File: src/memsys_pkg.sv
// ~~~~~~~~~~~~~~~~~~~~~~~~~~~~~~
// Sizes fixed here, no module parameters
// Timer loads assume BOOT_HOLD and RUN_LIMIT of at least 2
// ~~~~~~~~~~~~~~~~~~~~~~~~~~~~~~
package memsys_pkg;

    // Data word, also used for byte addresses
    typedef logic [31:0] word_t;
    typedef logic [3:0]  byte_mask_t;

    // Memory geometry
    localparam int MEM_WORDS = 512;
    localparam int MEM_IDX_W = $clog2(MEM_WORDS);
    typedef logic [MEM_IDX_W-1:0] mem_idx_t;

    // Run control limits, in clock cycles
    localparam int BOOT_HOLD = 4;
    localparam int RUN_LIMIT = 600;
    localparam int TIMER_W   = $clog2(RUN_LIMIT);
    typedef logic [TIMER_W-1:0] timer_cnt_t;

    // Signature dump length limit
    localparam int SIG_MAX_WORDS = 128;
    localparam int SIG_CNT_W     = $clog2(SIG_MAX_WORDS + 1);
    typedef logic [SIG_CNT_W-1:0] sig_cnt_t;

    typedef enum logic [1:0] {
        ST_BOOT,
        ST_RUN,
        ST_DUMP,
        ST_DONE
    } run_state_e;

    typedef enum logic [1:0] {
        HALT_NONE,
        HALT_TOHOST,
        HALT_TIMEOUT
    } halt_cause_e;

    // Word index of a byte address
    // Bits 1:0 dropped, bits above the index wrap
    function automatic mem_idx_t word_index(word_t addr);
        return addr[MEM_IDX_W+1:2];
    endfunction

endpackage
File: src/run_timer.sv
// ~~~~~~~~~~~~~~~~~~~~~~~~~~~~~~
// Start cycle counts as the first of N, expired comes in cycle N
// ~~~~~~~~~~~~~~~~~~~~~~~~~~~~~~
`timescale 1ns/1ns

module run_timer import memsys_pkg::*; (
    input  logic clk,
    input  logic rst,
    input  logic hold_start,
    input  logic run_start,
    input  logic stop,
    output logic expired
);

    timer_cnt_t cnt;
    logic       active;

    assign expired = active && (cnt == '0);

    always_ff @(posedge clk) begin
        if (rst) begin
            active <= 1'b0;
        end else if (stop) begin
            // Cancel without a pulse
            active <= 1'b0;
        end else if (hold_start || run_start) begin
            active <= 1'b1;
        end else if (expired) begin
            active <= 1'b0;
        end
    end

    // Load N-2 so that zero lands in the Nth cycle
    always_ff @(posedge clk) begin
        if (hold_start) begin
            cnt <= TIMER_W'(BOOT_HOLD - 2);
        end else if (run_start) begin
            cnt <= TIMER_W'(RUN_LIMIT - 2);
        end else if (active && cnt != '0) begin
            cnt <= cnt - 1'b1;
        end
    end

endmodule

File: config.mk
export PLATFORM = sky130hd
export DESIGN_NAME = run_timer
export DESIGN_NICKNAME = d
export VERILOG_FILES = /design/src/memsys_pkg.sv /design/src/run_timer.sv
export SDC_FILE = /design/constraint.sdc
export NUM_CORES = 1
export LEC_CHECK = 0
export BUFFER_PORTS_ARGS = -buffer_cell sky130_fd_sc_hd__buf_2
export CORE_AREA = 2 2 39 41
export DETAILED_ROUTE_END_ITERATION = 6
export DIE_AREA = 0 0 41 43
export PLACE_DENSITY_LB_ADDON = 0.15
export SLEW_MARGIN = 10
export SYNTH_ARGS = -nofsm -noshare
export SYNTH_HDL_FRONTEND = slang
export SYNTH_SLANG_ARGS = --single-unit
File: constraint.sdc
create_clock -name clk -period 2.1 [get_ports clk]
set_input_delay 0.315 -clock clk [delete_from_list [all_inputs] [get_ports clk]]
set_output_delay 0.315 -clock clk [all_outputs]
set_load 0.005 [all_outputs]
==> impl_metrics.csv <==
group,metric,value,unit
sta,max_slew_margin,72.9,%
die,rows,14,
synthesis,synth_seq_area_share,31.2,%
layout,multi_input_area,424,µm²
global_route,grt_pass1_wl,2820,µm
sta,setup_viol,0,
route,drt-total-wl,1710,µm
route,highest_layer,"met4",
cts,cts_hold_buf,0,
setup_path,cp_top_family,"simple AND/OR/NAND/NOR gates",
place,routabilityCongestion,0.798,
route,initialDrtViolationCount,30,
cts,cts_sinks,11,
die,start_util,51.1,%
setup_path,crit_fanout,7,
global_route,grt_max_degree,14,
route,drc,0,
sta,tightest_slew,406,ps
sta,timing.setup.tns,0,ps
place,hpwlAfterDp,1160,µm
die,ios,6,
setup_path,crit_arrival,1710,ps
sta,fin_crit,2030,ps
place,io_buffer_count,5,
setup_path,path_cells,"inv_1 -> ha_2 -> or4b_4 -> nor3_1 -> buf_2",
die,coreArea,0.00138,mm²
synthesis,synth_warnings,0,
route,met3WireLength,84,µm
sta,slew_violations,0,
cts,cts_buffers,3,
layout,drive_gt1_share,24.1,%
layout,diodes,0,
sta,finalCritPeriodShare,96.5,%
cts,cts-root-buf,"clkbuf_4",
run,max_cap_violations,0,
global_route,grt_remaining_overflow,0,
global_route,antenna_found_initial,0,
setup_path,end_kind,"output pin",
global_route,first_global_vias,660,
synthesis,yosysMostFrequentCell,"dfxtp_1",
route,wl_per_cell,16.6,µm
synthesis,syn_area_per_cell,8.84,µm²
layout,fillers,144,
setup_path,crit_path_max_incr_delay,490,ps
route,dr.pass1.iters,4,
global_route,grtUsageTotal,24.3,%
synthesis,synth_cell_types,40,
synthesis,syn_inst,80,
synthesis,netlist_area,707,µm²
synthesis,synthTopCellsByCount,"dfxtp_1 (11), nand2_1 (6), inv_1 (4), nor3_1 (4), nor4b_1 (4)",
setup_path,startpoint_type,"flop",
synthesis,synth_top_area_share,31.2,%
setup_path,cp_slowest_cell,"or4b_4",
power_and_ir_drop,power,0.000464,W
cts,cts_max_level,1,
die,die_w,41,µm
power_and_ir_drop,vdd_drop_max,0.000253,V
layout,area_growth_syn_to_layout,7.61,%
route,met2_length,817,µm
sta,final.setup_skew,6.06,ps
route,vias,704,
layout,seqCellArea,220,µm²
synthesis,syn_nets,86,
setup_path,path_buf_inv,2,
synthesis,synth-edff-count,0,
worst_hold_path,hp-class,"input pin to flop",
synthesis,synth_top_area_cell,"dfxtp_1",
synthesis,synthTopCellsByArea,"dfxtp_1 (31%), nor4b_1 (5.0%), buf_6 (4.8%)",
sta,hold_viol,0,
synthesis,synth-seq-cells,11,
route,ant_nets,0,
synthesis,ys.flop_type,"dfxtp_1",
route,m1WireLength,761,µm
layout,fin_util,55.0,%
cts,clockBufferDepth,2,
power_and_ir_drop,power.density,610,mW/mm²
cts,clkTransAtPathRegs,80,ps
cts,insertion_delay,270,ps
setup_path,criticalPathCategory,"flop to output pin",
sta,fin_ws,72.9,ps
setup_path,critPathRequiredTime,1780,ps
die,fp.dieH,43,µm
power_and_ir_drop,leakagePower,0.243,nW
route,via_per_inst,6.83,
layout,layout.nets,94,
sta,max_freq,493,MHz
place,preCtsSetupSlack,154,ps
cts,cts_tree,"done",
run_status,status,"completed",
synthesis,ys_async_sr_fraction,0,%
die,die-area,0.00176,mm²
placed cells by master, fill, tap and decap left out, drive strengths merged, types with 3 or more instances in the layout:
cell type   n
nand2       6
nor3        4
or3         3
dfxtp      11
nor2        3
nor4b       4
buf         9
o21ai       3
nor4        3
inv         4
o211ai      3
clkbuf      4
or4         4
state kept, by name, summed over array words and instances (netlist names):
name / cells
active: 1
cnt: 10
through the flow:
| stage | hold WS, ps | std cells | area [µm²] |
|---|---|---|---|
| 2_1_floorplan | 388 | 80 | 707 |
| 3_3_place_gp | 474 | 97 | 713 |
| 3_5_place_dp | 491 | 97 | 713 |
| 4_1_cts | 192 | 101 | 743 |
| 5_1_grt | 197 | 103 | 761 |
| 6_report | 198 | 103 | 761 |
cells by family (layout without fill, tap and decap cells):
family	after synthesis	after routing	synth area share, %
and+or+nand+nor	35	35	32.4
AOI/OAI and AO/OA	21	21	22.1
DFF	11	11	31.2
buffers and inverters	10	17	9.73
muxes	2	2	2.83
adders and majority gates	1	1	1.77
power breakdown:
group | total (W) | switching [W] | internal [W]
logic | 0.0000781 | 0.0000428 | 0.0000353
clock network | 0.000150 | 0.0000764 | 0.0000736
registers | 0.000236 | 0.0000167 | 0.000219
routing by layer:
layer	vias to the layer above	GRT usage [%]
met4	0	12.7
met2	24	37.8
li1	332	-
met1	341	30.0
met5	-	0
met3	7	4.71
layout make-up:
| class | instances | share of cell area [%] |
|---|---|---|
| Clock buffer | 4 | 3.45 |
| Inverter | 4 | 1.97 |
| Multi-Input combinational cell | 59 | 55.8 |
| Sequential cell | 11 | 28.9 |
| Tap cell | 16 | 2.63 |
| Timing Repair Buffer | 9 | 7.24 |
timing repair:
item                                    in CTS  in global routing
endpoints found under the setup margin       1                  1
buffers inserted                             0                  2
endpoints found under the hold margin        0                  0
gates resized for setup                      1                  2
path summary, 6_finish.rpt:
kind	start	to	slack (ps)	cells past startpoint
setup / recovery	cnt[0]	expired	70	5
hold / removal	rst	active	200	2
setup reg to reg	cnt[0]	cnt[6]	170	6
hold reg to reg	cnt[8]	cnt[8]	530	2
(Power assumes the default switching activity.)
