===== src/memsys_pkg.sv =====
// ~~~~~~~~~~~~~~~~~~~~~~~~~~~~~~
// Sizes fixed here, no module parameters
// Timer loads assume BOOT_HOLD and RUN_LIMIT of at least 2
// ~~~~~~~~~~~~~~~~~~~~~~~~~~~~~~
package memsys_pkg;

    // Data word, also used for byte addresses
    typedef logic [31:0] word_t;
    typedef logic [3:0]  byte_mask_t;

    // Memory geometry
    localparam int MEM_WORDS = 512;
    localparam int MEM_IDX_W = $clog2(MEM_WORDS);
    typedef logic [MEM_IDX_W-1:0] mem_idx_t;

    // Run control limits, in clock cycles
    localparam int BOOT_HOLD = 4;
    localparam int RUN_LIMIT = 600;
    localparam int TIMER_W   = $clog2(RUN_LIMIT);
    typedef logic [TIMER_W-1:0] timer_cnt_t;

    // Signature dump length limit
    localparam int SIG_MAX_WORDS = 128;
    localparam int SIG_CNT_W     = $clog2(SIG_MAX_WORDS + 1);
    typedef logic [SIG_CNT_W-1:0] sig_cnt_t;

    typedef enum logic [1:0] {
        ST_BOOT,
        ST_RUN,
        ST_DUMP,
        ST_DONE
    } run_state_e;

    typedef enum logic [1:0] {
        HALT_NONE,
        HALT_TOHOST,
        HALT_TIMEOUT
    } halt_cause_e;

    // Word index of a byte address
    // Bits 1:0 dropped, bits above the index wrap
    function automatic mem_idx_t word_index(word_t addr);
        return addr[MEM_IDX_W+1:2];
    endfunction

endpackage

===== src/run_ctrl_fsm.sv =====
// ~~~~~~~~~~~~~~~~~~~~~~~~~~~~~~
// tohost_addr must stay stable during a run, hit needs write data of 1
// ~~~~~~~~~~~~~~~~~~~~~~~~~~~~~~
`timescale 1ns/1ns

module run_ctrl_fsm import memsys_pkg::*; (
    input  logic        clk,
    input  logic        rst,
    input  logic        expired,
    input  logic        data_req,
    input  logic        data_wr_en,
    input  word_t       data_addr,
    input  word_t       data_wr_data,
    input  word_t       tohost_addr,
    input  logic        dump_done,
    output logic        hold_start,
    output logic        run_start,
    output logic        timer_stop,
    output logic        dump_start,
    output logic        run,
    output logic        halted,
    output halt_cause_e halt_cause
);

    run_state_e state;
    run_state_e state_nxt;

    // High in the first cycle of each state
    logic entered;
    logic tohost_hit;

    assign tohost_hit = (state == ST_RUN) && data_req && data_wr_en
                        && (word_index(data_addr) == word_index(tohost_addr))
                        && (data_wr_data == 32'd1);

    always_comb begin
        state_nxt = state;
        case (state)
            ST_BOOT: begin
                if (expired) begin
                    state_nxt = ST_RUN;
                end
            end
            ST_RUN: begin
                if (tohost_hit || expired) begin
                    state_nxt = ST_DUMP;
                end
            end
            ST_DUMP: begin
                if (dump_done) begin
                    state_nxt = ST_DONE;
                end
            end
            default: begin
                // ST_DONE is left only through rst
                state_nxt = ST_DONE;
            end
        endcase
    end

    always_ff @(posedge clk) begin
        if (rst) begin
            state      <= ST_BOOT;
            entered    <= 1'b1;
            halt_cause <= HALT_NONE;
        end else begin
            state   <= state_nxt;
            entered <= (state_nxt != state);
            // Tohost wins if both land in one cycle
            if (state == ST_RUN) begin
                if (tohost_hit) begin
                    halt_cause <= HALT_TOHOST;
                end else if (expired) begin
                    halt_cause <= HALT_TIMEOUT;
                end
            end
        end
    end

    // One-cycle start strobes on state entry
    assign hold_start = entered && (state == ST_BOOT);
    assign run_start  = entered && (state == ST_RUN);
    assign dump_start = entered && (state == ST_DUMP);
    assign timer_stop = tohost_hit;

    assign run    = (state == ST_RUN);
    assign halted = (state == ST_DONE);

endmodule


===== config.mk =====
export PLATFORM = sky130hd
export DESIGN_NAME = run_ctrl_fsm
export DESIGN_NICKNAME = d
export VERILOG_FILES = /design/src/memsys_pkg.sv /design/src/run_ctrl_fsm.sv
export SDC_FILE = /design/constraint.sdc
export NUM_CORES = 1
export LEC_CHECK = 0
export ABC_AREA = 1
export BUFFER_PORTS_ARGS = -buffer_cell sky130_fd_sc_hd__clkbuf_2
export CORE_MARGIN = 2
export CORE_UTILIZATION = 29
export DETAILED_ROUTE_END_ITERATION = 7
export GPL_TIMING_DRIVEN = 0
export MAX_ROUTING_LAYER = met4
export PLACE_DENSITY = 0.91
export RECOVER_POWER = 25
export SLEW_MARGIN = 20
export SYNTH_ARGS = -nofsm -noshare
export SYNTH_HDL_FRONTEND = slang
export SYNTH_SLANG_ARGS = --single-unit

===== constraint.sdc =====
create_clock -name clk -period 1.75 [get_ports clk]
set_clock_uncertainty 0.05 [all_clocks]
set_input_delay 0 -clock clk [delete_from_list [all_inputs] [get_ports clk]]
set_output_delay 0 -clock clk [all_outputs]
set_load 0.01 [all_outputs]

==> results.ini <==
[grt]
grt_pass1_vias = 879
grtUsageTotal_pct = 16.3
grt_antenna_before_repair = 0
grt_pass1_wl_um = 3280
grt_max_degree = 6
grt_overflow_total = 0

[worst_setup_path]
worstSetupStartpoint = state[1]
arrival_ns = 1.46
critPathMaxFanout = 4
critPathKind = reg2out
startpoint_type = register
endpoint_kind = output pin
timing.rr.start = state[1]
required_ns = 1.70
reg2reg_depth = 10

[power]
p_leak_nw = 0.654
peakVddDrop_mv = 0.291
cellPowerDensity_nw_per_um2 = 434

[synthesis]
netlist_top_cells_area = nand2_1, nor2_1, dfxtp_1
synth-seq-cells = 5
synth_common_cells = nand2_1, nor2_1, inv_1
async_reset_ff_share_pct = 0
ys.warnings.count = 0
synth_top_cell_area_share_pct = 24.2
yosysSeqAreaShare_pct = 15.4
synth_mux_area_share_pct = 0
yosys.area_share.simple_pct = 61.7
synth_edf_count = 0
avgSynthCellArea_um2 = 4.71
synth_top_family_by_area = simple AND/OR/NAND/NOR gates
syn_inst = 138
syn_area_um2 = 651
synth_cell_type_count = 14
synth-xor-area-share_pct = 1.35
synth_top_area_cell = nand2_1
synth_top_flop_cell = dfxtp_1
synth_nets = 240
synth_compound_area_share_pct = 7.12
synthAdderAreaFrac_pct = 0

[drt]
vias_per_cell = 4.14
antenna_left = 0
wire_per_inst_um = 7.99
dr.pass1.iters = 4
vias = 969
drtIter0Drc = 11
drc_errors = 0
wl_um = 1870

[timing]
hold_ws_ns = 0.0735
rsz0062_at_grt = false
period_minus_slack_ns = 1.51
tightest_slew_ns = 0.243
tns_ns = 0
slew_violations = 0
hold_violations = 0
relSlewSlack_pct = 83.6
setup_viol = 0
timing.final.ws_setup_ns = 0.238
period_share_pct = 86.4
clock.fmax_mhz = 661

[floorplan]
dieArea_um2 = 2640
pin_count = 110
die_w_um = 51.4
start_util_pct = 30.0
fp.dieH_um = 51.4
rows = 17
core_um2 = 2170

[clocking]
clock_latency_ns = 0.24
cts_tree = done
cts_buffer_depth = 2
clkTransAtPathRegs_ns = 0.05
cts_root_buf = clkbuf_4
post_cts_buffers = 0
cts.sinks = 5
cts_buffers = 3
htree_num_levels = 1

[worst_hold_path]
hp-class = in2reg
hold_depth = 5
worstHoldStart = expired

[placement]
place_ws_ns = 0.401
place_congestion = 0.837
place.detailed.hpwl_um = 1710
port_buffers = 63

[cells_and_area]
n_antenna_cell = 0
syn_to_final_growth_pct = 59.2
utilization_pct = 47.8
drive_gt1_share_pct = 34.0
layout.nets = 309

[outcome]
status = complete, no violations

[run]
drv_cap = 0

[worst paths after layout]
path	slack [ns]	endpoint
min reg2reg	0.41	halt_cause[1]
max reg2reg	0.41	halt_cause[0]
max	0.24	timer_stop
min	0.07	halt_cause[1]
[layout make-up]
type,instances,area [um2]
clock buffers,4,26.3
fillers,256,1130
inverters,25,93.8
multi-input cells,108,457
flip-flops and latches,5,101
well taps,28,35.0
repair buffers,64,323
[state kept, by name, indices dropped and copies added, names as in the netlist]
signal      flops
halt_cause      2
state           2
entered         1
[per-stage QoR]
step                      power (mW)  instance area (um2)  std cells
after floorplan                0.222                  651        138
after global placement         0.313                 1000        229
after detailed placement       0.317                 1000        229
after CTS                      0.458                 1040        234
after global routing           0.496                 1040        234
final                          0.449                 1040        234
[layout by cell type, fill, tap and decap left out, drive strengths merged]
cell type | netlist | final
nor2 | 42 | 42
nand4 | 6 | 6
xnor2 | 1 | 1
nor3 | 3 | 3
dfxtp | 5 | 5
nand2 | 45 | 45
nand3 | 3 | 3
o21a | 1 | 1
dlygate4sd3 | 0 | 1
a21oi | 5 | 5
inv | 25 | 25
o21ai | 2 | 2
clkbuf | 0 | 67
[layer usage]
metal	up-vias	track usage, %	part of all wire (%)
li1	553	-	-
met1	390	19.4	44
met2	26	27.8	51
met5	-	-	0
met4	0	7.46	0
met3	0	1.46	5.6
[worst max-delay path, cell delays in order (launching register included)]
cell      delay, ns
dfxtp_1        0.32
inv_2          0.09
nand2_2        0.08
inv_1          0.12
nand2_1        0.07
nor2_1         0.08
nand2_1        0.05
nor2_1         0.10
nand3_1        0.10
inv_1          0.07
clkbuf_2       0.13
[cells by family (layout without fill, tap and decap cells)]
group           count (synthesis)  in the layout
flops                           5              5
compound gates                  8              8
simple gates                   99             99
xor+xnor                        1              1
buf+inv                        25             93
[report_power, final]
part | total [mW] | switching [mW] | internal (mW)
clock network | 0.133 | 0.0470 | 0.0862
registers | 0.130 | 0.00584 | 0.124
logic | 0.186 | 0.0965 | 0.0900
[what timing repair did]
item                       in CTS  in global routing
setup endpoints to repair       0                  1
hold buffers                    1                  0
hold endpoints to repair        3                  0
gates resized for setup         0                  1
(Power assumes the default switching activity.)
