===== src/memsys_pkg.sv =====
// ~~~~~~~~~~~~~~~~~~~~~~~~~~~~~~
// Sizes fixed here, no module parameters
// Timer loads assume BOOT_HOLD and RUN_LIMIT of at least 2
// ~~~~~~~~~~~~~~~~~~~~~~~~~~~~~~
package memsys_pkg;

    // Data word, also used for byte addresses
    typedef logic [31:0] word_t;
    typedef logic [3:0]  byte_mask_t;

    // Memory geometry
    localparam int MEM_WORDS = 512;
    localparam int MEM_IDX_W = $clog2(MEM_WORDS);
    typedef logic [MEM_IDX_W-1:0] mem_idx_t;

    // Run control limits, in clock cycles
    localparam int BOOT_HOLD = 4;
    localparam int RUN_LIMIT = 600;
    localparam int TIMER_W   = $clog2(RUN_LIMIT);
    typedef logic [TIMER_W-1:0] timer_cnt_t;

    // Signature dump length limit
    localparam int SIG_MAX_WORDS = 128;
    localparam int SIG_CNT_W     = $clog2(SIG_MAX_WORDS + 1);
    typedef logic [SIG_CNT_W-1:0] sig_cnt_t;

    typedef enum logic [1:0] {
        ST_BOOT,
        ST_RUN,
        ST_DUMP,
        ST_DONE
    } run_state_e;

    typedef enum logic [1:0] {
        HALT_NONE,
        HALT_TOHOST,
        HALT_TIMEOUT
    } halt_cause_e;

    // Word index of a byte address
    // Bits 1:0 dropped, bits above the index wrap
    function automatic mem_idx_t word_index(word_t addr);
        return addr[MEM_IDX_W+1:2];
    endfunction

endpackage

===== src/sig_dump.sv =====
// ~~~~~~~~~~~~~~~~~~~~~~~~~~~~~~
// Region is [sig_begin, sig_end) in words, clamped to SIG_MAX_WORDS
// ~~~~~~~~~~~~~~~~~~~~~~~~~~~~~~
`timescale 1ns/1ns

module sig_dump import memsys_pkg::*; (
    input  logic     clk,
    input  logic     rst,
    input  logic     dump_start,
    input  word_t    sig_begin,
    input  word_t    sig_end,
    input  word_t    mem_rdata,
    output logic     mem_req_dump,
    output mem_idx_t dump_rd_addr,
    output logic     dump_valid,
    output word_t    dump_addr,
    output word_t    dump_data,
    output logic     dump_done
);

    logic [29:0] begin_w;
    logic [29:0] end_w;
    logic [29:0] span;
    sig_cnt_t    region_words;
    sig_cnt_t    remaining;
    word_t       rd_ptr;
    logic        active;
    logic        last_q;

    // Word count of the region
    assign begin_w = sig_begin[31:2];
    assign end_w   = sig_end[31:2];
    assign span    = end_w - begin_w;

    always_comb begin
        if (end_w <= begin_w) begin
            region_words = '0;
        end else if (span > 30'(SIG_MAX_WORDS)) begin
            region_words = SIG_CNT_W'(SIG_MAX_WORDS);
        end else begin
            region_words = span[SIG_CNT_W-1:0];
        end
    end

    assign mem_req_dump = active && (remaining != '0);
    assign dump_rd_addr = word_index(rd_ptr);

    always_ff @(posedge clk) begin
        if (rst) begin
            active     <= 1'b0;
            dump_valid <= 1'b0;
            last_q     <= 1'b0;
        end else begin
            dump_valid <= mem_req_dump;
            last_q     <= mem_req_dump && (remaining == SIG_CNT_W'(1));
            if (dump_start) begin
                active <= 1'b1;
            end else if (active && remaining <= SIG_CNT_W'(1)) begin
                active <= 1'b0;
            end
        end
    end

    // Read pointer, address delayed one cycle to meet rdata
    always_ff @(posedge clk) begin
        if (dump_start) begin
            rd_ptr    <= {sig_begin[31:2], 2'b00};
            remaining <= region_words;
        end else if (mem_req_dump) begin
            rd_ptr    <= rd_ptr + 32'd4;
            remaining <= remaining - 1'b1;
        end
        if (mem_req_dump) begin
            dump_addr <= rd_ptr;
        end
    end

    assign dump_data = mem_rdata;

    // Empty region finishes in its first active cycle
    assign dump_done = (active && remaining == '0) || last_q;

endmodule


===== config.mk =====
export PLATFORM = sky130hd
export DESIGN_NAME = sig_dump
export DESIGN_NICKNAME = d
export VERILOG_FILES = /design/src/memsys_pkg.sv /design/src/sig_dump.sv
export SDC_FILE = /design/constraint.sdc
export NUM_CORES = 1
export LEC_CHECK = 0
export ABC_AREA = 1
export ABC_CLOCK_PERIOD_IN_PS = 2090
export BUFFER_PORTS_ARGS = -buffer_cell sky130_fd_sc_hd__clkbuf_2
export CAP_MARGIN = 20
export CORE_AREA = 2 2 105 148
export DETAILED_ROUTE_END_ITERATION = 12
export DIE_AREA = 0 0 107 150
export PLACE_DENSITY = 0.72
export SLEW_MARGIN = 20
export SYNTH_ARGS = -nofsm -noshare
export SYNTH_HDL_FRONTEND = slang
export SYNTH_SLANG_ARGS = --single-unit

===== constraint.sdc =====
create_clock -name clk -period 2.09 [get_ports clk]
set_input_delay 0.1045 -clock clk [delete_from_list [all_inputs] [get_ports clk]]
set_output_delay 0.1045 -clock clk [all_outputs]
set_load 0.02 [all_outputs]

==> implementation parameters <==
Parameter                              Value

Floorplan
  Ports placed on the boundary ... 175
  Starting density of the core ... 44.21%
  Core Box Area ... 14790 µm²
  Die boundary width ... between 100 and 150 µm
  Floorplan die area ... 16050 µm²
  Die Span Y ... about 150 µm
  Site row count ... 53

Timing
  Final number of hold-violating endpoints ... 0
  Worst hold slack across all endpoints ... 0.1079 ns
  Final max-slew violation count ... 0
  Clock period minus final worst setup slack ... 2.150 ns
  Summed negative setup slack over all endpoints ... -0.1528 ns
  Unrepaired setup endpoints after global routing ... true
  Maximum clock skew at final layout ... 0.008520 ns
  Ratio of final minimum period to clock period ... 102.9%
  Setup ws final ... -0.05988 ns
  Maximum clock frequency ... between 0.4 and 0.5 GHz
  Number of setup violations in the final report ... 5

Critical path
  Flop-to-flop setup slack ... -0.06 ns
  Worst R2R Start ... rd_ptr[2]
  Cell count of the worst reg-to-reg path ... 11
  Type of origin of the critical path ... register
  Worst endpoint data arrival time ... between 2 and 2.5 ns
  Destination of the worst register-to-register timing path ... rd_ptr[28]
  Timing endpoint of the critical path ... rd_ptr[28]
  Endpoint type of the worst setup path ... register
  Category of the critical setup timing path ... reg -> reg
  Start point of the critical path ... rd_ptr[2]
  Maximum fanout along the worst path ... 3
  Data required time at the worst endpoint ... ~2.3 ns

Drt
  Vias/cell ... 4.932
  Vias post-DR ... 6801
  First drt pass iteration count ... 5
  Initial DRC count ... ~470
  DRC viols ... 0
  Post-route ant nets ... 0
  Detail-routed net length per standard cell ... 14.16 µm
  Final WL ... 19.53 mm

Global route
  Gr usage total ... 23.98%
  Number of antenna violations at the first check in global routing ... 0
  Global-route wire length before repair ... 30.19 mm
  Overflow left after global routing ... 0
  Vias in the first global route ... 6499
  Largest net degree at the start of global routing ... 40

Finish
  Count of antenna diodes in the layout ... 0
  Number of filler cells placed in the layout ... around 1400
  Synth-to-layout area growth ... 32.38%
  Number of nets in the layout ... between 1000 and 1500
  Core Util, Final ... 58.52%
  Share of layout cells above drive strength 1 ... 30.33%
  Cell area after layout ... 8655 µm²

Power
  Sw Pwr ... 1.774 mW
  Sw frac ... 34.88%
  Clock network fraction of total power ... 26.1%
  Reported leakage power ... between 4 and 5 nW
  Highest ir drop seen on vdd ... approximately 0.49 mV
  Proportion of power drawn by combinational gates ... 37.4%
  Total power density per cell area ... 587.8 nW/µm²
  Pint ... approximately 3.3 mW
  Power share of the sequential group ... 36.4%

Job
  Max-cap viol count ... 0

Synthesis
  Post-synth EDFFs ... 68
  Seq/Total Area, Yosys ... between 30% and 40%
  Mapped cell area ... 6538 µm²
  Async set or reset register ratio after synthesis ... 0%
  Post-Synthesis Mean Instance Area ... 6.671 µm²
  Top-area cell type share of the netlist area ... 31.23%
  Cells after Synth ... 980
  Number of distinct library cells after synthesis ... 41
  Total of flip-flops plus latches after synthesis ... between 70 and 80
  Top cells by area in the synthesized netlist ... sky130_fd_sc_hd__edfxtp_1 (31%), sky130_fd_sc_hd__nand2_1 (19%), sky130_fd_sc_hd__inv_1 (10%), sky130_fd_sc_hd__ha_1 (6.5%), sky130_fd_sc_hd__buf_4 (4.9%)
  Cell accounting for the most synthesized area ... sky130_fd_sc_hd__edfxtp_1
  Number of synthesis warnings ... 0
  Leading register cell type out of synthesis ... sky130_fd_sc_hd__edfxtp_1

Placement
  Placed Instance Area ... between 7000 and 8000 µm²
  Global placer's final weighted congestion ... 0.9985
  Count of input and output buffers ... 104
  Final HPWL DP ... 15.94 mm

Clock network
  Library cell used as clock root buffer ... sky130_fd_sc_hd__clkbuf_16
  Clock buffers created by TritonCTS ... 9
  TritonCTS sink count ... 71
  Worst-path clk slew ... about 0.060 ns
  Clock network latency to the later pin of the worst-skew pair ... 0.33 ns
  H-tree depth ... 3
  CTS tree ... done
  Maximum buffer depth of the clock tree ... 2

Worst hold path
  Number of stages on the worst hold path ... 3
  Worst min-delay path category ... in -> reg

Status
  Violated checks ... setup timing
  Status ... complete, but fails checks
-- worst max-delay path, cell delays in order (launching register included) --
cell and delay (ns):
sky130_fd_sc_hd__edfxtp_1 0.35, sky130_fd_sc_hd__ha_2 0.19, sky130_fd_sc_hd__nand2_2 0.08, sky130_fd_sc_hd__nor2_4 0.12, sky130_fd_sc_hd__nand4_1 0.17, sky130_fd_sc_hd__nor2_2 0.20
sky130_fd_sc_hd__nand4_1 0.15, sky130_fd_sc_hd__or2_4 0.30, sky130_fd_sc_hd__nor2_4 0.10, sky130_fd_sc_hd__xor2_1 0.20, sky130_fd_sc_hd__nand2_1 0.07, sky130_fd_sc_hd__o21ai_1 0.07
-- cells in the final DEF (no fill, tap or decap), types with 3 or more instances in the layout --
master and instances:
sky130_fd_sc_hd__a21oi_1 21, sky130_fd_sc_hd__a21oi_2 5, sky130_fd_sc_hd__and2_1 4, sky130_fd_sc_hd__buf_4 135, sky130_fd_sc_hd__clkbuf_16 9, sky130_fd_sc_hd__clkbuf_2 104, sky130_fd_sc_hd__clkinv_1 4, sky130_fd_sc_hd__dfxtp_1 3
sky130_fd_sc_hd__edfxtp_1 68, sky130_fd_sc_hd__ha_1 20, sky130_fd_sc_hd__ha_4 12, sky130_fd_sc_hd__inv_1 176, sky130_fd_sc_hd__inv_2 12, sky130_fd_sc_hd__nand2_1 310, sky130_fd_sc_hd__nand2_2 22, sky130_fd_sc_hd__nand3_1 52
sky130_fd_sc_hd__nand3_2 5, sky130_fd_sc_hd__nand3b_1 7, sky130_fd_sc_hd__nand4_1 27, sky130_fd_sc_hd__nor2_1 53, sky130_fd_sc_hd__nor2_2 22, sky130_fd_sc_hd__nor2_4 10, sky130_fd_sc_hd__nor3_1 11, sky130_fd_sc_hd__nor4_1 3
sky130_fd_sc_hd__o21ai_0 32, sky130_fd_sc_hd__o21ai_1 4, sky130_fd_sc_hd__o22ai_1 4, sky130_fd_sc_hd__xnor2_1 5, sky130_fd_sc_hd__xor2_1 13
-- how the worst min path moves through the flow --
stage / startpoint / endpoint / slack (ns)
after floorplan: rst / active / 0.17
after CTS: sig_begin[17] / rd_ptr[17] / 0.11
after detailed placement: mem_rdata[10] / dump_data[10] / 0.21
after global placement: mem_rdata[10] / dump_data[10] / 0.21
after global routing: sig_begin[17] / rd_ptr[17] / 0.15
final: sig_begin[17] / rd_ptr[17] / 0.11
-- per-stage QoR --
stage	instances	worst slack (ns)	power, mW
final	1379	-0.05988	5.088
after global routing	1379	-0.1656	5.360
after CTS	1376	-0.06359	4.994
after detailed placement	1357	-0.4939	3.619
after global placement	1357	-0.4751	3.604
after floorplan	981	0.0005533	3.004
-- registers in the layout, indices dropped and copies added, names as in the netlist --
name        flops
dump_valid      1
remaining       8
active          1
last_q          1
rd_ptr         30
dump_addr      30
-- cell families after synthesis --
| logic type | after synthesis | synth area share [%] |
|---|---|---|
| and+or+nand+nor | 540 | 36.11 |
| buffers and inverters | 241 | 16.33 |
| other | 1 | 0.05736 |
| AOI/OAI and AO/OA | 73 | 5.990 |
| adders and majority gates | 35 | 6.813 |
| xor gates and xnor gates | 19 | 2.545 |
| DFF | 71 | 32.15 |
-- power groups by stage --
| stage | Clock (mW) | Combinational (mW) | Sequential, mW |
|---|---|---|---|
| 3_3_place_gp | 0 | 1.73 | 1.87 |
| 5_1_grt | 1.39 | 2.10 | 1.87 |
| 4_1_cts | 1.34 | 1.81 | 1.85 |
| 6_report | 1.33 | 1.90 | 1.85 |
| 2_1_floorplan | 0 | 1.06 | 1.94 |
| 3_5_place_dp | 0 | 1.74 | 1.88 |
-- Yosys cell counts (2+ instances only) --
library cell,count
sky130_fd_sc_hd__a21oi_2,2
sky130_fd_sc_hd__inv_1,179
sky130_fd_sc_hd__o21ai_0,34
sky130_fd_sc_hd__nor3_2,3
sky130_fd_sc_hd__nor3_1,11
sky130_fd_sc_hd__edfxtp_1,68
sky130_fd_sc_hd__nor2_2,12
sky130_fd_sc_hd__clkbuf_1,6
sky130_fd_sc_hd__or2_2,2
sky130_fd_sc_hd__and2_1,4
sky130_fd_sc_hd__o21ai_1,2
sky130_fd_sc_hd__xnor2_1,5
sky130_fd_sc_hd__nor2_4,3
sky130_fd_sc_hd__dfxtp_1,3
sky130_fd_sc_hd__a21oi_1,26
sky130_fd_sc_hd__xor2_1,14
sky130_fd_sc_hd__buf_4,43
sky130_fd_sc_hd__nor2_1,70
sky130_fd_sc_hd__nand2_2,8
sky130_fd_sc_hd__o21bai_1,2
sky130_fd_sc_hd__clkinv_1,3
sky130_fd_sc_hd__nand4_1,27
sky130_fd_sc_hd__nand3b_1,7
sky130_fd_sc_hd__nand2_1,326
sky130_fd_sc_hd__nor4_1,4
sky130_fd_sc_hd__inv_2,9
sky130_fd_sc_hd__o22ai_1,4
sky130_fd_sc_hd__ha_1,34
sky130_fd_sc_hd__nand3_1,57
-- per-layer routing --
layer	global-route usage, %	up-vias	part of all wire (%)
met5	0	-	0
met4	13.05	0	5.0
met3	2.483	54	3.7
met2	44.36	210	52
met1	26.59	3075	39
li1	-	3462	-
-- repair_timing --
item | in CTS | in global routing
pin swaps | 21 | 16
hold buffers | 1 | 0
setup endpoints to repair | 18 | 21
setup buffers | 4 | 3
gates resized for setup | 37 | 46
hold endpoints to repair | 3 | 0
-- layout make-up --
type / instances / area (µm²) / area share (%)
multi-input combinational: 669 / 3766 / 43.52
clock inverter: 4 / 25.02 / 0.2891
tap: 192 / 240.2 / 2.776
sequential: 71 / 2102 / 24.29
clock buffer: 10 / 229.0 / 2.646
timing repair buffer: 242 / 1575 / 18.20
inverter: 191 / 716.9 / 8.284
Note: power is estimated with default switching activity, not from simulation.
