===== src/memsys_pkg.sv =====
// ~~~~~~~~~~~~~~~~~~~~~~~~~~~~~~
// Sizes fixed here, no module parameters
// Timer loads assume BOOT_HOLD and RUN_LIMIT of at least 2
// ~~~~~~~~~~~~~~~~~~~~~~~~~~~~~~
package memsys_pkg;

    // Data word, also used for byte addresses
    typedef logic [31:0] word_t;
    typedef logic [3:0]  byte_mask_t;

    // Memory geometry
    localparam int MEM_WORDS = 512;
    localparam int MEM_IDX_W = $clog2(MEM_WORDS);
    typedef logic [MEM_IDX_W-1:0] mem_idx_t;

    // Run control limits, in clock cycles
    localparam int BOOT_HOLD = 4;
    localparam int RUN_LIMIT = 600;
    localparam int TIMER_W   = $clog2(RUN_LIMIT);
    typedef logic [TIMER_W-1:0] timer_cnt_t;

    // Signature dump length limit
    localparam int SIG_MAX_WORDS = 128;
    localparam int SIG_CNT_W     = $clog2(SIG_MAX_WORDS + 1);
    typedef logic [SIG_CNT_W-1:0] sig_cnt_t;

    typedef enum logic [1:0] {
        ST_BOOT,
        ST_RUN,
        ST_DUMP,
        ST_DONE
    } run_state_e;

    typedef enum logic [1:0] {
        HALT_NONE,
        HALT_TOHOST,
        HALT_TIMEOUT
    } halt_cause_e;

    // Word index of a byte address
    // Bits 1:0 dropped, bits above the index wrap
    function automatic mem_idx_t word_index(word_t addr);
        return addr[MEM_IDX_W+1:2];
    endfunction

endpackage

===== src/req_arbiter.sv =====
// ~~~~~~~~~~~~~~~~~~~~~~~~~~~~~~
// Fixed priority dump > data > instr, core requests count only while run
// ~~~~~~~~~~~~~~~~~~~~~~~~~~~~~~
`timescale 1ns/1ns

module req_arbiter import memsys_pkg::*; (
    input  logic       clk,
    input  logic       rst,
    input  logic       run,
    input  logic       instr_req,
    input  logic       data_req,
    input  logic       data_wr_en,
    input  word_t      instr_addr,
    input  word_t      data_addr,
    input  word_t      data_wr_data,
    input  byte_mask_t data_wr_mask,
    input  logic       mem_req_dump,
    input  mem_idx_t   dump_rd_addr,
    output logic       mem_en,
    output logic       mem_wr_en,
    output mem_idx_t   mem_idx,
    output word_t      mem_wdata,
    output byte_mask_t mem_wmask,
    output logic       instr_ack,
    output logic       data_ack
);

    logic grant_data;
    logic grant_instr;

    // Data wins over instr, dump wins over both
    assign grant_data  = run && data_req && !mem_req_dump;
    assign grant_instr = run && instr_req && !data_req && !mem_req_dump;

    assign mem_en    = mem_req_dump || grant_data || grant_instr;
    assign mem_wr_en = grant_data && data_wr_en;
    assign mem_wdata = data_wr_data;
    assign mem_wmask = data_wr_mask;

    always_comb begin
        if (mem_req_dump) begin
            mem_idx = dump_rd_addr;
        end else if (grant_data) begin
            mem_idx = word_index(data_addr);
        end else begin
            mem_idx = word_index(instr_addr);
        end
    end

    // Ack one cycle after the granted request, alongside rdata
    always_ff @(posedge clk) begin
        if (rst) begin
            instr_ack <= 1'b0;
            data_ack  <= 1'b0;
        end else begin
            instr_ack <= grant_instr;
            data_ack  <= grant_data;
        end
    end

endmodule


===== config.mk =====
export PLATFORM = sky130hd
export DESIGN_NAME = req_arbiter
export DESIGN_NICKNAME = d
export VERILOG_FILES = /design/src/memsys_pkg.sv /design/src/req_arbiter.sv
export SDC_FILE = /design/constraint.sdc
export NUM_CORES = 1
export LEC_CHECK = 0
export BUFFER_PORTS_ARGS = -buffer_cell sky130_fd_sc_hd__clkbuf_2
export CAP_MARGIN = 20
export CORE_AREA = 2 2 63 65
export DETAILED_ROUTE_END_ITERATION = 12
export DIE_AREA = 0 0 65 67
export MAX_ROUTING_LAYER = met4
export PLACE_DENSITY = 0.7
export SYNTH_ARGS = -nofsm -noshare
export SYNTH_HDL_FRONTEND = slang
export SYNTH_SLANG_ARGS = --single-unit

===== constraint.sdc =====
create_clock -name clk -period 0.9 [get_ports clk]
set_input_delay 0.135 -clock clk [delete_from_list [all_inputs] [get_ports clk]]
set_output_delay 0.135 -clock clk [all_outputs]
set_load 0.01 [all_outputs]

==> results of run 1 <==
[worst paths after layout]
path | cells after the start | end
setup / recovery | 5 | mem_idx[5]
hold / removal | 2 | instr_ack$_SDFF_PP0_
[timing repair]
| action | in CTS | in global routing |
|---|---|---|
| pin swaps | 2 | 2 |
| resized for setup | 12 | 14 |
| hold buffers | 0 | 0 |
| endpoints found under the setup margin | 10 | 11 |
| cloned | 3 | 0 |
[kinds of logic (layout without fill, tap and decap cells)]
kind of cell	after synthesis	after routing	share of synthesized area, %
AND/OR/NAND/NOR	25	26	22.2
flip-flops	2	2	5.78
AO/OA/AOI/OAI	10	10	21.8
buffers and inverters	51	66	50.2
[flip-flops by register name, indices dropped and copies added (netlist names)]
name,flops
instr_ack,1
data_ack,1
[per-stage QoR]
stage	instance area [um2]	setup TNS, ps
finish	871	-858
global route	871	-1230
CTS	867	-1000
detailed placement	727	-1240
global placement	727	-1150
floorplan	693	0
[power groups by stage]
stage               Clock [mW]  Sequential [mW]  Combinational, mW
detailed placement           0           0.0929              0.313
global route             0.370           0.0918              0.394
global placement             0           0.0929              0.310
finish                   0.355           0.0918              0.361
CTS                      0.368           0.0918              0.365
floorplan                    0           0.0939              0.327
[worst max-delay path: cells and delay by family]
family	cells	cell delay, ps
compound gates	1	100
buf+inv	3	440
simple gates	1	210
[cell type report]
cell class              instances  area (um2)
fillers                       406        2740
repair buffers                 54         364
multi-input cells              36         332
well taps                      48        60.1
clock buffers                   3        41.3
flip-flops and latches          2        40.0
inverters                       9        33.8
[layer usage]
metal  vias up  part of all wire, %  track usage (%)
met5         -                    0                -
met4         0                  5.4             9.57
met3        24                   18             4.39
met2        56                   42             16.1
met1       274                   35             10.6
li1        298                    -                -
[cells in the final DEF, fill, tap and decap left out, drive strengths merged]
cell type,synthesis,final
clkbuf,0,37
inv,9,9
nand2,11,11
and2,1,2
nor4,1,1
dfxtp,2,2
nor3b,1,1
o311ai,9,9
nand2b,1,1
nand4b,9,9
o21ai,1,1
nor3,1,1
buf,42,20
==> metrics.yaml, run 1 <==
yosysTopAreaCell: "buf_4"
cts_buffer_depth: 2
worstHoldPathType: "input pin to flip-flop"
numCtsBuffers: 3
cpMaxStageDelayCell: "nand4b_1"
powerDensity_nw_per_um2: 928
path_cells: "clkbuf_16 > buf_12 > nand4b_1 > o311ai_4 > buf_2"
hpwlAfterDp_um: 1770
synth_area_leaders: "buf_4 (42%), o311ai_2 (21%), nand4b_1 (11%)"
die_area_um2: 4360
slew_violations: 0
io_pins: 165
nets: 222
grt_start_max_net_pins: 19
rsz0062_at_grt: "yes"
internal-power_uw: 575
fmax_mhz: 972
synth_nets: 204
place_ws_ps: -158
tightest_slew_ps: 229
synth-main-ff-cell: "dfxtp_1"
max_cap_viol_count: 0
ys_types: 14
slew_headroom_pct: 84.7
async_reset_ff_share_pct: 0
crit_type: "input pin to output pin"
final.period_utilization_pct: 114
drive_gt1_share_pct: 67.3
overflow: 0
holdWs_ps: 109
clkPwrFrac_pct: 44.0
grt_pass1_vias: 646
cp.arrival_ps: 890
min-delay-start: "rst"
max_stage_delay_ps: 210
final_antenna_net_count: 0
final_cells: 152
ys_ff_latch: 2
p_sw_share_pct: 28.8
drt-initial-drc-count: 18
wl_per_cell_um: 14.9
status: "finished, violations left"
cellLeakagePower_nw: 0.431
synth_edf_count: 0
cts-root-buf: "clkbuf_8"
die_y_um: 67
clkSinkCount: 2
setup_violations: 9
synthesis.area_um2: 693
track_usage_pct: 10.7
ir_drop_v: 0.000249
crit_start: "mem_req_dump"
ys_seq_area_share_pct: 5.78
p_comb_share_pct: 44.7
cts_setup_buffers: 0
final_util_pct: 24.1
gp_congestion: 0.579
antenna_found_initial: 0
worstSetupEndpointType: "output pin"
area_growth_pct: 25.6
coreArea_um2: 3610
period_needed_ps: 1030
wl_um: 2260
dp_cells: 146
drt_first_pass_iters: 3
seq_power_share_pct: 11.4
start_util_pct: 19.2
startpoint_type: "input pin"
grt_pass1_wl_um: 3320
netlist.area_leader.share_pct: 42.2
drc: 0
antenna_cells: 0
io_buffers: 46
routed_via_density: 4.29
crit_path_max_fanout: 6
cts_tree: "built"
avgSynthCellArea_um2: 7.88
fin_ws_ps: -129
h-tree-depth: 1
syn_inst: 88
hold_viol_final: 0
p_total_uw: 808
clk_pin_slew_ps: 30
row_count: 22
violations: "negative setup slack"
p_switching_uw: 233
synth_common_cells: "buf_4 (39), nand2_1 (11), inv_1 (9), nand4b_1 (9), o311ai_2 (9)"
yosysMostFrequentCell: "buf_4"
num_vias: 652
die_w_um: 65
required_ps: 760
yosys_warnings: 0
(Power assumes the default switching activity.)
==> run 2, diff against run 1 <==
==> constraint.sdc (replaced) <==
create_clock -name clk -period 0.9 [get_ports clk]
set_input_delay 0.18 -clock clk [delete_from_list [all_inputs] [get_ports clk]]
set_output_delay 0.18 -clock clk [all_outputs]
set_load 0.01 [all_outputs]
==> run 2 against run 1 <==
Compared with the run above: largest power group unchanged; flip-flop and latch count did not move; first-iteration DRC count down 44%; the flow still finishes with violations (negative setup slack); critical endpoint is now mem_idx[6]; highest routed layer unchanged; via count rose by 6.9%.
==> metrics.yaml, run 2 (synthesis gave the netlist of run 1 again) <==
period_needed_ps: 1090  # +59.7 ps
cts-root-buf: "clkbuf_8"
required_ps: 720  # -40 ps
grt_start_max_net_pins: 18  # -1
die_y_um: 67  # unchanged
antenna_found_initial: 0  # unchanged
crit_type: "input pin to output pin"
worstSetupEndpointType: "output pin"
io_buffers: 46  # unchanged
clk_pin_slew_ps: 30  # about the same
cp.arrival_ps: 910  # +20 ps
coreArea_um2: 3610  # unchanged
wl_um: 2420  # +7.3%
final_common_cell: "clkbuf_2"
num_vias: 697  # +6.9%
largest_registers: "data_ack x1, instr_ack x1"
wl_met3_um: 419  # +5.5%
clkSinkCount: 2  # unchanged
mostFrequentLayoutCells: "clkbuf_2 (32), buf_2 (10)"
drive_gt1_share_pct: 69.8  # +2.5 points
antenna_cells: 0  # unchanged
h-tree-depth: 1  # unchanged
ir_drop_v: 0.000276  # +11%
final_util_pct: 25.9  # +1.7 points
route.met2.wl_um: 1070  # +14%
wl_per_cell_um: 15.7  # +5.9%
min-delay-start: "rst"
cellLeakagePower_nw: 0.461  # +7.0%
track_usage_pct: 10.6  # -0.069 points
nets: 224  # +0.90%
tns_ps: -1690  # -837 ps
row_count: 22  # unchanged
powerDensity_nw_per_um2: 911  # -1.8%
io_pins: 165  # unchanged
gp_congestion: 0.591  # +1.9%
fin_ws_ps: -189  # -59.7 ps
setup_violations: 11  # +2
routed_via_density: 4.53  # +5.5%
max_cap_viol_count: 0  # unchanged
final_antenna_net_count: 0  # unchanged
grt_pass1_wl_um: 3310  # -0.18%
drt-initial-drc-count: 10  # -8
violations: "negative setup slack"
area_growth_pct: 34.5
tightest_slew_ps: 265  # +35.6 ps
fmax_mhz: 919  # -5.5%
final.period_utilization_pct: 121  # +6.6 points
drc: 0  # unchanged
start_util_pct: 19.2  # unchanged
crit_start: "mem_req_dump"
slew_headroom_pct: 82.2  # -2.5 points
rsz0062_at_grt: "yes"
hold_viol_final: 0  # unchanged
p_total_uw: 849  # +5.1%
crit_path_max_fanout: 9  # +3
cts_tree: "built"
worstHoldPathType: "input pin to flip-flop"
status: "finished, violations left"
numCtsBuffers: 3  # unchanged
hpwlAfterDp_um: 1800  # +2.1%
die_w_um: 65  # unchanged
place_ws_ps: -218  # -60.1 ps
overflow: 0  # unchanged
drt_first_pass_iters: 4  # +1
startpoint_type: "input pin"
routed.top_layer: "met4"
drt-met1-wl_um: 801  # +0.25%
die_area_um2: 4360  # unchanged
grt_pass1_vias: 622  # -3.7%
slew_violations: 0  # unchanged
holdWs_ps: 153  # +44.1 ps
cts_buffer_depth: 2  # unchanged
[run 2: final cells by class]
cell class | count | area (um2)
fill | 395 | 2670
multi-input combinational | 36 | 332
tap | 48 | 60.1
inverter | 9 | 33.8
clock buffer | 3 | 41.3
timing repair buffer | 56 | 425
sequential | 2 | 40.0
[run 2: metal layers]
metal  GRT usage (%)  vias to the layer above
met1            9.32                      300
met4            8.78                        0
li1                -                      303
met5               -                        -
met3            5.57                       26
met2            17.0                       68
[run 2: power by group]
group          switching (mW)  internal (mW)
Clock                  0.0813          0.284
Sequential           0.000707         0.0914
Combinational           0.166          0.227
[run 2: path summary, 6_finish.rpt]
path,end,depth (start not counted),slack (ps)
max,mem_idx[6],5,-190
min,data_ack$_SDFF_PP0_,2,150
[run 2: repair_timing]
| action | CTS | global route |
|---|---|---|
| cloned | 2 | 1 |
| gates resized for setup | 11 | 18 |
| hold buffers | 0 | 0 |
| pin swaps | 1 | 5 |
| buffers inserted | 2 | 0 |
| endpoints found under the setup margin | 11 | 11 |
[run 2: per-stage QoR]
step / instance area, um2 / std cells
global placement: 739 / 146
global route: 932 / 154
finish: 932 / 154
CTS: 885 / 153
detailed placement: 739 / 146
floorplan: 693 / 88
[run 2: critical path, stage by stage]
cell	delay, ps
clkbuf_16	140
buf_12	130
nand4b_1	180
o311ai_2	100
buf_2	170
==> run 3, diff against run 2 <==
--- a/config.mk
+++ b/config.mk
@@ -5,13 +5,14 @@
 export SDC_FILE = /design/constraint.sdc
 export NUM_CORES = 1
 export LEC_CHECK = 0
-export BUFFER_PORTS_ARGS = -buffer_cell sky130_fd_sc_hd__clkbuf_2
+export BUFFER_PORTS_ARGS = -buffer_cell sky130_fd_sc_hd__buf_2
 export CAP_MARGIN = 20
 export CORE_AREA = 2 2 63 65
 export DETAILED_ROUTE_END_ITERATION = 12
 export DIE_AREA = 0 0 65 67
 export MAX_ROUTING_LAYER = met4
 export PLACE_DENSITY = 0.7
+export SLEW_MARGIN = 5
 export SYNTH_ARGS = -nofsm -noshare
 export SYNTH_HDL_FRONTEND = slang
 export SYNTH_SLANG_ARGS = --single-unit
==> run 3 against run 2 <==
Compared with the run above: the flow still finishes with violations (negative setup slack); utilization grew 0.66 points; flip-flop and latch count unchanged; routed wire length rose by 9.1%; setup slack better by 9.6 ps; sequential share of layout area decreased by 0.11 points; combinational power rose by 6.1%; largest power group unchanged; via count down 2.7%.
==> metrics.yaml, run 3 (synthesis gave the netlist of run 1 again) <==
status: "finished, violations left"
violations: "negative setup slack"
worstHoldPathType: "input pin to flip-flop"
path_cells: "buf_8 > and2_4 > o311ai_4 > buf_2"
cpMaxStageDelayCell: "o311ai_4"
fin_ws_ps: -179  # +9.55 ps
drt-initial-drc-count: 23  # +13
clkSinkCount: 2  # unchanged
wl_um: 2640  # +9.1%
io_buffers: 46  # unchanged
die_y_um: 67  # unchanged
crit_type: "input pin to output pin"
cts_tree: "built"
design_area_um2: 956  # +2.6%
setup_violations: 11  # unchanged
hpwlAfterDp_um: 1730  # -4.2%
die_area_um2: 4360  # unchanged
ir_drop_v: 0.000244  # -11%
slew_headroom_pct: 85.5  # +3.3 points
holdWs_ps: 163  # +9.40 ps
nets: 222  # -0.89%
period_needed_ps: 1080  # -9.55 ps
row_count: 22  # unchanged
area_growth_pct: 37.9
numCtsBuffers: 3  # unchanged
hold_viol_final: 0  # unchanged
largest_registers: "data_ack x1, instr_ack x1"
gp_congestion: 0.579  # -1.9%
place_area_um2: 707  # -4.4%
final_antenna_net_count: 0  # unchanged
ctsHoldBuffers: 0  # unchanged
grt_pass1_vias: 698  # +12%
grt_pass1_wl_um: 3590  # +8.5%
crit_family: "buffers and inverters"
fmax_mhz: 927  # +0.89%
num_vias: 678  # -2.7%
coreArea_um2: 3610  # unchanged
crit_start: "run"
cp_num_cells: 4  # -1
hold_depth: 2  # unchanged
powerDensity_nw_per_um2: 906  # -0.61%
crit_end: "mem_idx[5]"
antenna_cells: 0  # unchanged
routed_via_density: 4.46  # -1.4%
crit_path_max_fanout: 5  # -4
io_pins: 165  # unchanged
die_w_um: 65  # unchanged
h-tree-depth: 1  # unchanged
slew_violations: 0  # unchanged
critPathBufInv: 2  # -1
worstSetupEndpointType: "output pin"
wl_per_cell_um: 17.4  # +11%
drt_first_pass_iters: 4  # unchanged
track_usage_pct: 11.6  # +0.98 points
max_stage_delay_ps: 220  # +40 ps
start_util_pct: 19.2  # unchanged
cts_buffer_depth: 2  # unchanged
max_cap_viol_count: 0  # unchanged
overflow: 0  # unchanged
antenna_found_initial: 0  # unchanged
cts-root-buf: "clkbuf_8"
rsz0062_at_grt: "yes"
clk_pin_slew_ps: 20  # about the same
final_common_cell: "buf_2"
drive_gt1_share_pct: 68.3  # -1.5 points
cellLeakagePower_nw: 0.458  # -0.71%
grt_start_max_net_pins: 15  # -3
required_ps: 720  # about the same
final.period_utilization_pct: 120  # -1.1 points
mostFrequentLayoutCells: "buf_2 (43), nand2_1 (10), inv_1 (9), nand4b_1 (9), o311ai_4 (5)"
cp.arrival_ps: 900  # about the same
startpoint_type: "input pin"
tightest_slew_ps: 215  # -49.7 ps
drc: 0  # unchanged
run 3: cell count changes in the layout (fill, tap and decap cells not counted), moves of 2 or more:
cell and delta:
o311ai_2 -5, buf_12 -2, buf_8 +2, buf_4 -3
nand2_2 -2, o311ai_4 +5, buf_2 +33, clkbuf_2 -32
run 3: worst min-delay path by stage:
| stage | startpoint | end |
|---|---|---|
| 2_1_floorplan | rst | instr_ack$_SDFF_PP0_ |
| 3_3_place_gp | data_wr_data[13] | mem_wdata[13] |
| 3_5_place_dp | data_wr_data[13] | mem_wdata[13] |
| 4_1_cts | rst | data_ack$_SDFF_PP0_ |
| 5_1_grt | rst | instr_ack$_SDFF_PP0_ |
| 6_report | rst | instr_ack$_SDFF_PP0_ |
run 3: layout make-up:
cell class | count | area [um2]
well taps | 48 | 60.1
fillers | 398 | 2650
clock buffers | 3 | 41.3
multi-input cells | 36 | 380
flip-flops and latches | 2 | 40.0
inverters | 9 | 33.8
repair buffers | 54 | 400
run 3: repair_timing:
action | 4_1_cts | 5_1_grt
cloned | 2 | 1
endpoints found under the setup margin | 11 | 11
gates resized for setup | 18 | 12
pin swaps | 4 | 5
buffers inserted | 0 | 1
run 3: power breakdown:
part,internal [mW],switching [mW]
Clock,0.283,0.0745
Combinational,0.232,0.185
Sequential,0.0914,0.000324
Total,0.606,0.259
run 3: stage by stage:
step | cells | TNS (ps) | total power, mW | util [%] | setup WS, ps
final | 152 | -1380 | 0.866 | 26.5 | -179
after global routing | 152 | -1630 | 0.916 | 26.5 | -199
after CTS | 150 | -1470 | 0.821 | 23.7 | -198
after detailed placement | 145 | -3590 | 0.394 | 19.6 | -371
after global placement | 145 | -3330 | 0.388 | 19.6 | -341
after floorplan | 88 | -122 | 0.421 | - | -13.5
run 3: per-layer routing:
metal  global-route usage (%)  vias up  routed length [um]
met5                        -        -                   0
met4                     9.57        0                 136
met1                     9.91      292                 904
met3                     6.76       26                 456
li1                         -      298                   -
met2                     18.4       62                1150
